===== src/logic/display_settings.svh =====
// screen geometry and framebuffer sizing macros
`ifndef DISPLAY_SETTINGS_SVH
`define DISPLAY_SETTINGS_SVH

// ----------------------------------------
// screen geometry
// ----------------------------------------
`define DISPLAY_COLS 16
`define DISPLAY_ROWS 8
`define BYTES_PER_PIXEL 2   // byte 0 is the low colour byte

// ----------------------------------------
// framebuffer
// ----------------------------------------
`define FB_BYTES (`DISPLAY_COLS * `DISPLAY_ROWS * `BYTES_PER_PIXEL)
`define FB_ADDR_W 8         // log2 of FB_BYTES

`endif


===== src/logic/display_pkg.sv =====
// display types: screen addresses, colour, opcodes
// and the command word with its fill and pixel views
`include "display_settings.svh"

package display_pkg;

    // ----------------------------------------
    // addresses and colour
    // ----------------------------------------
    typedef logic [$clog2(`DISPLAY_COLS + 1)-1:0] col_addr_t;   // room for x1+width
    typedef logic [$clog2(`DISPLAY_ROWS + 1)-1:0] row_addr_t;   // room for y1+height
    typedef logic [$clog2(`BYTES_PER_PIXEL)-1:0]  pixel_addr_t; // byte within a pixel
    typedef logic [`BYTES_PER_PIXEL*8-1:0]        color_t;

    typedef enum logic [1:0] {
        OP_NOP   = 2'd0,
        OP_FILL  = 2'd1,
        OP_PIXEL = 2'd2
    } opcode_t;

    // ----------------------------------------
    // command word, opcode on top in both views
    // ----------------------------------------
    typedef struct packed {
        opcode_t   opcode;
        col_addr_t x1;
        row_addr_t y1;
        col_addr_t width;
        row_addr_t height;
        color_t    color;
    } fill_cmd_t;

    typedef struct packed {
        opcode_t   opcode;
        col_addr_t x;
        row_addr_t y;
        logic [$bits(col_addr_t)+$bits(row_addr_t)-1:0] unused; // where width/height sit
        color_t    color;
    } pixel_cmd_t;

    typedef union packed {
        fill_cmd_t  fill;
        pixel_cmd_t pixel;
    } cmd_word_t;

endpackage


===== src/logic/cmd_intake.sv =====
// command intake with the four-phase host handshake, command decode
// and the one-deep pending slot feeding the walker
`timescale 1ns/1ps

module cmd_intake import display_pkg::*; (
    input  logic      clk,
    input  logic      reset,
    input  logic      cmd_req,
    input  cmd_word_t cmd_word,
    input  logic      area_ready,
    output logic      cmd_ack,
    output logic      area_valid,
    output col_addr_t x1,
    output row_addr_t y1,
    output col_addr_t width,
    output row_addr_t height,
    output color_t    color,
    output logic      pending
);
    // decoded area from the incoming word
    col_addr_t dec_x;
    row_addr_t dec_y;
    col_addr_t dec_w;
    row_addr_t dec_h;
    color_t    dec_color;
    logic      is_draw;
    logic      dec_keep;
    logic      accept;
    logic      take;

    // ----------------------------------------
    // decode by opcode into one area
    // ----------------------------------------
    always_comb begin
        dec_x     = cmd_word.fill.x1;       // position and colour share bits in both views
        dec_y     = cmd_word.fill.y1;
        dec_w     = cmd_word.fill.width;
        dec_h     = cmd_word.fill.height;
        dec_color = cmd_word.fill.color;
        is_draw   = 1'b0;
        case (cmd_word.fill.opcode)
            OP_FILL: is_draw = 1'b1;
            OP_PIXEL: begin
                dec_w   = col_addr_t'(1);       // single pixel area
                dec_h   = row_addr_t'(1);
                is_draw = 1'b1;
            end
            default: is_draw = 1'b0;            // nop and unused code
        endcase
    end

    assign dec_keep   = is_draw && (dec_w != '0) && (dec_h != '0);
    assign accept     = cmd_req && !cmd_ack && !pending;
    assign take       = pending && area_ready;
    assign area_valid = pending;

    // ----------------------------------------
    // handshake and slot state
    // ----------------------------------------
    always_ff @(posedge clk) begin
        if (reset) begin
            cmd_ack <= 1'b0;
            pending <= 1'b0;
        end else begin
            if (take)
                pending <= 1'b0;
            if (accept) begin
                cmd_ack <= 1'b1;
                pending <= dec_keep;            // dropped words still get their ack
            end else if (!cmd_req) begin
                cmd_ack <= 1'b0;
            end
        end
    end

    // slot contents
    always_ff @(posedge clk) begin
        if (accept) begin
            x1     <= dec_x;
            y1     <= dec_y;
            width  <= dec_w;
            height <= dec_h;
            color  <= dec_color;
        end
    end

endmodule


===== src/logic/fill_area_walker.sv =====
// fill area walker: steps rows, columns and bytes of an area
// from the far corner down to the origin, one byte per cycle
`timescale 1ns/1ps
`include "display_settings.svh"

module fill_area_walker import display_pkg::*; (
    input  logic        clk,
    input  logic        reset,
    input  logic        area_valid,
    input  col_addr_t   x1,
    input  row_addr_t   y1,
    input  col_addr_t   width,
    input  row_addr_t   height,
    input  color_t      color,
    output logic        area_ready,
    output logic        wr_valid,
    output row_addr_t   row,
    output col_addr_t   column,
    output pixel_addr_t pixel,
    output logic [7:0]  data
);
    localparam pixel_addr_t TOP_BYTE = pixel_addr_t'(`BYTES_PER_PIXEL - 1);

    typedef enum logic {
        ST_IDLE,
        ST_RUN
    } walk_state_t;

    walk_state_t state;

    // far corner of the incoming area, inclusive
    col_addr_t x_far;
    row_addr_t y_far;

    // area held while running
    col_addr_t x_lo;
    col_addr_t x_hi;
    row_addr_t y_lo;
    color_t    color_q;

    logic        load;
    logic        last;
    row_addr_t   row_nxt;
    col_addr_t   column_nxt;
    pixel_addr_t pixel_nxt;

    function automatic logic [7:0] color_byte(input color_t c, input pixel_addr_t idx);
        return c[int'(idx)*8 +: 8];
    endfunction

    assign x_far      = x1 + width - col_addr_t'(1);
    assign y_far      = y1 + height - row_addr_t'(1);
    assign area_ready = (state == ST_IDLE);
    assign load       = area_valid && area_ready;
    assign last       = (row == y_lo) && (column == x_lo) && (pixel == '0);

    // ----------------------------------------
    // next position, byte then column then row
    // ----------------------------------------
    always_comb begin
        row_nxt    = row;
        column_nxt = column;
        pixel_nxt  = pixel - pixel_addr_t'(1);
        if (pixel == '0) begin
            pixel_nxt = TOP_BYTE;
            if (column == x_lo) begin
                column_nxt = x_hi;              // wrap to right edge
                row_nxt    = row - row_addr_t'(1);
            end else begin
                column_nxt = column - col_addr_t'(1);
            end
        end
    end

    // ----------------------------------------
    // walk control
    // ----------------------------------------
    always_ff @(posedge clk) begin
        if (reset) begin
            state    <= ST_IDLE;
            wr_valid <= 1'b0;
            row      <= '0;
            column   <= '0;
            pixel    <= '0;
        end else begin
            case (state)
                ST_IDLE: begin
                    if (load) begin
                        state    <= ST_RUN;
                        wr_valid <= 1'b1;       // first byte goes out next cycle
                        row      <= y_far;
                        column   <= x_far;
                        pixel    <= TOP_BYTE;
                    end
                end
                ST_RUN: begin
                    if (last) begin
                        state    <= ST_IDLE;
                        wr_valid <= 1'b0;
                    end else begin
                        row    <= row_nxt;
                        column <= column_nxt;
                        pixel  <= pixel_nxt;
                    end
                end
                default: state <= ST_IDLE;
            endcase
        end
    end

    // area latch and outgoing byte
    always_ff @(posedge clk) begin
        if (load) begin
            x_lo    <= x1;
            x_hi    <= x_far;
            y_lo    <= y1;
            color_q <= color;
            data    <= color_byte(color, TOP_BYTE);
        end else if (state == ST_RUN) begin
            data <= color_byte(color_q, pixel_nxt);
        end
    end

endmodule


===== src/logic/framebuffer_writer.sv =====
// framebuffer writer: row/column/byte to linear byte address,
// registered write strobe, address and data toward the RAM
`timescale 1ns/1ps
`include "display_settings.svh"

module framebuffer_writer import display_pkg::*; (
    input  logic                  clk,
    input  logic                  reset,
    input  logic                  wr_valid,
    input  row_addr_t             row,
    input  col_addr_t             column,
    input  pixel_addr_t           pixel,
    input  logic [7:0]            data,
    output logic                  ram_we,
    output logic [`FB_ADDR_W-1:0] ram_waddr,
    output logic [7:0]            ram_wdata,
    output logic                  write_busy
);
    logic [`FB_ADDR_W-1:0] pixel_index;     // row-major pixel number
    logic [`FB_ADDR_W-1:0] byte_addr;

    // ----------------------------------------
    // address arithmetic
    // ----------------------------------------
    assign pixel_index = (`FB_ADDR_W)'(row * `DISPLAY_COLS + column);
    assign byte_addr   = (`FB_ADDR_W)'(pixel_index * `BYTES_PER_PIXEL + pixel);

    // ----------------------------------------
    // write register stage
    // ----------------------------------------
    always_ff @(posedge clk) begin
        if (reset) begin
            ram_we <= 1'b0;
        end else begin
            ram_we <= wr_valid;
        end
    end

    always_ff @(posedge clk) begin
        if (wr_valid) begin
            ram_waddr <= byte_addr;
            ram_wdata <= data;
        end
    end

    // byte presented or still registered ahead of the RAM
    assign write_busy = wr_valid | ram_we;

endmodule


===== src/logic/framebuffer_ram.sv =====
// framebuffer RAM: one write port, one registered read port
`timescale 1ns/1ps
`include "display_settings.svh"

module framebuffer_ram (
    input  logic                  clk,
    input  logic                  we,
    input  logic [`FB_ADDR_W-1:0] waddr,
    input  logic [7:0]            wdata,
    input  logic [`FB_ADDR_W-1:0] raddr,
    output logic [7:0]            rdata
);
    logic [7:0] mem [`FB_BYTES];

    // ----------------------------------------
    // write port
    // ----------------------------------------
    always_ff @(posedge clk) begin
        if (we)
            mem[waddr] <= wdata;
    end

    // ----------------------------------------
    // read port, data one cycle after address
    // ----------------------------------------
    always_ff @(posedge clk) begin
        rdata <= mem[raddr];            // old data on same-address write
    end

endmodule


===== src/logic/display_cmd.sv =====
// display command engine top: intake, area walker,
// framebuffer writer and framebuffer RAM
`timescale 1ns/1ps
`include "display_settings.svh"

module display_cmd import display_pkg::*; (
    input  logic                  clk,
    input  logic                  reset,
    input  logic                  cmd_req,
    input  cmd_word_t             cmd_word,
    input  logic [`FB_ADDR_W-1:0] rd_addr,
    output logic                  cmd_ack,
    output logic                  busy,
    output logic [7:0]            rd_data
);
    // intake to walker
    logic      area_valid;
    logic      area_ready;
    col_addr_t x1;
    row_addr_t y1;
    col_addr_t width;
    row_addr_t height;
    color_t    color;
    logic      pending;

    // walker to writer
    logic        wr_valid;
    row_addr_t   row;
    col_addr_t   column;
    pixel_addr_t pixel;
    logic [7:0]  data;

    // writer to RAM
    logic                  ram_we;
    logic [`FB_ADDR_W-1:0] ram_waddr;
    logic [7:0]            ram_wdata;
    logic                  write_busy;

    cmd_intake u_intake (
        .clk        (clk),
        .reset      (reset),
        .cmd_req    (cmd_req),
        .cmd_word   (cmd_word),
        .area_ready (area_ready),
        .cmd_ack    (cmd_ack),
        .area_valid (area_valid),
        .x1         (x1),
        .y1         (y1),
        .width      (width),
        .height     (height),
        .color      (color),
        .pending    (pending)
    );

    fill_area_walker u_walker (
        .clk        (clk),
        .reset      (reset),
        .area_valid (area_valid),
        .x1         (x1),
        .y1         (y1),
        .width      (width),
        .height     (height),
        .color      (color),
        .area_ready (area_ready),
        .wr_valid   (wr_valid),
        .row        (row),
        .column     (column),
        .pixel      (pixel),
        .data       (data)
    );

    framebuffer_writer u_writer (
        .clk        (clk),
        .reset      (reset),
        .wr_valid   (wr_valid),
        .row        (row),
        .column     (column),
        .pixel      (pixel),
        .data       (data),
        .ram_we     (ram_we),
        .ram_waddr  (ram_waddr),
        .ram_wdata  (ram_wdata),
        .write_busy (write_busy)
    );

    framebuffer_ram u_ram (
        .clk   (clk),
        .we    (ram_we),
        .waddr (ram_waddr),
        .wdata (ram_wdata),
        .raddr (rd_addr),
        .rdata (rd_data)
    );

    // any stage still holding work
    assign busy = pending | ~area_ready | write_busy;

endmodule


===== config.mk =====
export PLATFORM = sky130hd
export DESIGN_NAME = display_cmd
export DESIGN_NICKNAME = d
export VERILOG_FILES = /design/src/logic/display_pkg.sv /design/src/logic/cmd_intake.sv /design/src/logic/fill_area_walker.sv /design/src/logic/framebuffer_writer.sv /design/src/logic/framebuffer_ram.sv /design/src/logic/display_cmd.sv
export VERILOG_INCLUDE_DIRS = /design/src /design/src/logic
export SDC_FILE = /design/constraint.sdc
export NUM_CORES = 2
export LEC_CHECK = 0
export BUFFER_PORTS_ARGS = -buffer_cell sky130_fd_sc_hd__buf_2
export CAP_MARGIN = 0
export CELL_PAD_IN_SITES_DETAIL_PLACEMENT = 0
export CELL_PAD_IN_SITES_GLOBAL_PLACEMENT = 1
export CORE_MARGIN = 1
export CORE_UTILIZATION = 40
export DETAILED_ROUTE_END_ITERATION = 7
export GPL_TIMING_DRIVEN = 0
export PLACE_DENSITY = 0.67
export SLEW_MARGIN = 15
export SYNTH_ARGS = -nofsm -noshare
export SYNTH_HDL_FRONTEND = slang
export SYNTH_HIERARCHICAL = 1
export SYNTH_SLANG_ARGS = --single-unit

===== constraint.sdc =====
create_clock -name clk -period 12.2 [get_ports clk]
set_input_delay 0.61 -clock clk [delete_from_list [all_inputs] [get_ports clk]]
set_output_delay 0.61 -clock clk [all_outputs]
set_load 0.05 [all_outputs]

Yosys cells after proc, flatten, opt, wreduce, memory -nomap -nowiden
Memories as Yosys holds them, arrays and structs flattened. A register that Yosys moved wholly into a read port is not among the register bits.
Index checks and enable logic that the tools add are counted.
{"block": "totals", "reg_bits": 103, "ram_bits": 2048, "input_bits": 47, "output_inout_bits": 10, "elab_cells": 94, "n_memories": 1}
{"block": "classes", "n_addsub": 9, "n_eq_ne": 10, "n_shift": 1, "n_mux": 30, "bitwise_logic": 5, "reduce_logical": 18}
{"name": "u_ram.mem", "words": 256, "width": 8, "read_ports": 1, "rd_ports_with_merged_regs": 1, "write_ports": 1, "line": "framebuffer_ram.sv:13", "source": "logic [7:0] mem [`FB_BYTES];"}
{"operator": "2-to-1 mux 5 bit", "n": 5}
{"operator": "2-to-1 mux 4 bit", "n": 5}
{"operator": "2-to-1 mux 8 bit", "n": 2}
{"operator": "indexed part select 16 x 5 -> 8 bit", "n": 1}
{"operator": "2-to-1 mux 1 bit", "n": 13}
{"operator": "inequality test 2 bit, second input constant", "n": 5}
{"operator": "case mux 5 bit (2 select lines)", "n": 1}
{"operator": "subtractor 5 x 1 -> 5 bit, second input constant", "n": 2}
{"operator": "adder 8 x 1 -> 8 bit", "n": 1}
{"operator": "case mux 4 bit (2 select lines)", "n": 1}
{"operator": "subtractor 4 x 1 -> 4 bit, second input constant", "n": 2}
{"operator": "adder 7 x 5 -> 7 bit", "n": 1}
{"operator": "logical AND 1 bit", "n": 7}
{"operator": "case mux 1 bit (2 select lines)", "n": 3}
{"operator": "adder 5 bit", "n": 1}
{"operator": "equality test 5 bit", "n": 1}
{"operator": "nonzero test 5 bit", "n": 1}
{"operator": "adder 4 bit", "n": 1}
{"operator": "equality test 4 bit", "n": 1}
{"operator": "AND reduction 2 bit", "n": 2}
{"operator": "AND reduction 4 bit", "n": 1}
{"operator": "nonzero test 2 bit", "n": 2}
{"operator": "nonzero test 4 bit", "n": 1}
{"operator": "bitwise OR 1 bit", "n": 3}
{"operator": "8 further kinds", "n": 10}

Depth between registers and ports, before layout
{"block": "depth", "depth_word": 6, "depth_mapped": 11, "depth_no_buf": 10}

Modules after synthesis
Netlist, hierarchy kept.
{"module": "framebuffer_ram", "instances": 1, "cells_per_inst": 3733, "area_each_um2": 79556.3, "seq_area_each_um2": 61659.1}
{"module": "fill_area_walker", "instances": 1, "cells_per_inst": 217, "area_each_um2": 2503.7, "seq_area_each_um2": 1381.3}
{"module": "cmd_intake", "instances": 1, "cells_per_inst": 59, "area_each_um2": 1221.2, "seq_area_each_um2": 1061.0}
{"module": "framebuffer_writer", "instances": 1, "cells_per_inst": 22, "area_each_um2": 546.8, "seq_area_each_um2": 500.5}
{"module": "display_cmd", "instances": 1, "cells_per_inst": 1, "area_each_um2": 8.8, "seq_area_each_um2": 0.0}

Worst setup path after synthesis
OpenSTA, ideal clock, no wires.
{"block": "synth_path", "path_type": "register -> register", "from": "register u_writer.ram_wdata[0]", "to": "memory u_ram.mem[0][0] (data pin)", "setup_ns": 0.817, "arrival_ns": 3.228, "required_time_ns": 11.383, "slack_ns": 8.154, "stages_incl_launch_ff": 1, "path_buffers": 0, "period_less_slack_ns": 4.046, "path_cell_list": "edfxtp_1"}
{"element": "start, declared", "line": "framebuffer_writer.sv:16", "source": "output logic [7:0] ram_wdata,"}
{"element": "start signal, assigned", "line": "framebuffer_writer.sv:42", "source": "ram_wdata <= data;"}
{"element": "end, declared", "line": "framebuffer_ram.sv:13"}
No word-level cell before the write port.

==> results_dict.tcl <==
set metrics [dict create \
    grt_pass1_vias 43700 \
    drv_cap 0 \
    end_kind "flip-flop" \
    syn_nets 4097 \
    stdcell_area_um2 96900 \
    drive_gt1_share_pct 23.7 \
    chipWidth_um 460 \
    vias 44500 \
    clk_path_buf_depth 3 \
    start_util_pct 40.4 \
    first_iter_violations 6521 \
    ant_nets 0 \
    synth-seq-cells 2159 \
    cts_resized 0 \
    io_buffers 54 \
    cts_tree "yes" \
    gr-total-overflow 0 \
    drc 0 \
    peakVddDrop_mv 0.110 \
    gp_congestion 0.933 \
    setup_viol 0 \
    ctsHtreeMaxLevel 4 \
    area_growth_pct 15.5 \
    path_clk_slew_ns 0.06 \
    ys_types 74 \
    whs_ns 0.0652 \
    final_common_cell "edfxtp_1" \
    cts-buffers-inserted 216 \
    drtPass1Iterations 6 \
    antenna_found_initial 14 \
    synthArstFlopShare_pct 0 \
    syn_avg_cell_area_um2 20.8 \
    ys.flop_type "edfxtp_1" \
    mostFrequentLayoutCells "edfxtp_1 (2,136), mux4_2 (454), nor2_1 (289)" \
    setup.worst_path.start_class "primary input" \
    syn_area_um2 83800 \
    layout.nets 4504 \
    fin_skew_ns 0.0462 \
    crit_type "primary input to flip-flop" \
    min-delay-path-class "primary input to flip-flop" \
    worst-slew-pin-transition_ns 1.33 \
    final.setup.tns_ns 0 \
    clk_latency_ns 0.87 \
    power.density_nw_per_um2 161 \
    hold_violations 0 \
    fin_crit_ns 4.86 \
    ys_seq_area_share_pct 77.1 \
    rsz0062_at_grt "no" \
    fin_crit_sh_pct 39.8 \
    coreArea_um2 208000 \
    vias_per_cell 6.00 \
    clock_sinks 2159 \
    dieHeight_um 460 \
    hpwl_mm 176 \
    grt_usage_pct 24.0 \
    routedWlPerCell_um 34.2 \
    grt_max_degree 30 \
    dieArea_um2 211000 \
    critical_path_arrival_ns 5.45 \
    fmax_ghz 0.206 \
    synthCells 4032 \
    p_leak_nw 30.2 \
    yosys_warnings 6 \
    routed_wl_mm 254 \
    grt_pass1_wl_mm 348 \
    cts-root-buf "clkbuf_16" \
    synth_edf_count 2136 \
    worst-path-max-fanout 11 \
    relSlewSlack_pct 11.1 \
    status "finished clean" \
    final_util_pct 46.6 \
    required_ns 12.79 \
    post_dp_cell_area_um2 89600 \
    fp-row-count 167 \
    slew_violations 0 \
    pin_count 57 \
]
==> registers in the layout (all words and copies together), names as in the netlist, 4 cells and up <==
register,count
u_writer/ram_wdata,8
u_writer/ram_waddr,8
u_intake/height,4
u_walker/x_lo,5
u_intake/width,5
u_intake/x1,5
u_walker/color_q,16
u_walker/y_lo,4
u_intake/color,16
u_walker/x_hi,5
u_ram/rdata,8
u_walker/data,8
u_intake/y1,4
u_ram/mem,2048
u_walker/row,4
u_walker/column,5
==> power breakdown <==
part | leakage, nW | internal (mW) | switching, mW
logic | 7.43 | 0.315 | 0.608
registers | 19.4 | 8.14 | 0.0197
clock network | 3.38 | 3.69 | 2.84
total | 30.2 | 12.1 | 3.46
==> cell families (layout without fill, tap and decap cells) <==
logic type               after synthesis  after routing  share of synthesized area, %
buffers and inverters                278            871                          1.94
other                                  0              6                             0
XOR/XNOR                              20             20                         0.209
flip-flops                          2159           2159                          77.1
AND/OR/NAND/NOR                      528            528                          2.92
multiplexers                         599            599                          14.0
AO/OA/AOI/OAI                        430            430                          3.62
adder cells (fa/ha/maj)               18             18                         0.287
==> layout make-up <==
cell class	instances	area, µm²
buffer	241	1530
tap	2788	3490
timing repair buffer	189	2470
clock inverter	141	1320
multi-input combinational	1595	17700
sequential	2159	64600
antenna	6	15.0
fill	17300	111000
inverter	37	139
clock buffer	263	5620
==> Yosys cell counts, types with 24 or more instances <==
library cell / instances / area [µm²]
edfxtp_1: 2136 / 64100
mux4_2: 454 / 10200
nor2_1: 291 / 1090
mux2i_1: 142 / 1420
a22oi_1: 133 / 998
clkbuf_1: 115 / 432
a21oi_1: 104 / 521
nand2_1: 50 / 188
o221ai_1: 46 / 403
nor2b_1: 41 / 257
inv_1: 36 / 135
nand3_1: 35 / 175
buf_2: 32 / 160
buf_4: 28 / 210
nor3_1: 28 / 140
o22ai_1: 28 / 175
nor4_1: 24 / 150
==> through the flow <==
stage                     total power, mW  setup WS [ns]  std cells
after global routing                 16.0           7.64       7414
after detailed placement             9.22           6.84       6983
after global placement               9.20           3.88       6874
after CTS                            15.7           7.71       7413
final                                15.6           7.34       7419
after floorplan                      8.81           8.15       4032
==> worst paths after layout <==
path | start | endpoint | slack, ns | cells after the start
hold / removal | cmd_word[16] | u_intake/height[0] | 0.07 | 2
setup / recovery | rd_addr[1] | u_ram/rdata[7] | 7.34 | 10
hold reg to reg | u_walker/data[7] | u_writer/ram_wdata[7] | 0.41 | 0
setup reg to reg | u_writer/ram_waddr[0] | u_ram/mem[140][0] | 7.76 | 6
==> metal layers <==
metal	track usage [%]	routed length (µm)
met1	32.7	98100
met2	36.8	117000
met3	5.80	27800
met4	10.1	11300
met5	0	13
==> what timing repair did <==
action | in CTS | in global routing
hold buffers | 26 | 0
endpoints found under the hold margin | 26 | 0
setup endpoints to repair | 0 | 0
buffers inserted | 0 | 0
==> critical path, stage by stage <==
cell,delay (ns)
buf_2,0.14
buf_4,0.42
buf_2,0.54
buf_2,0.68
clkbuf_1,0.97
nand3_1,0.16
o211ai_1,0.16
a21oi_1,0.22
nor4_1,1.09
nor4_1,0.38
Power figures use the tool's default switching activity.
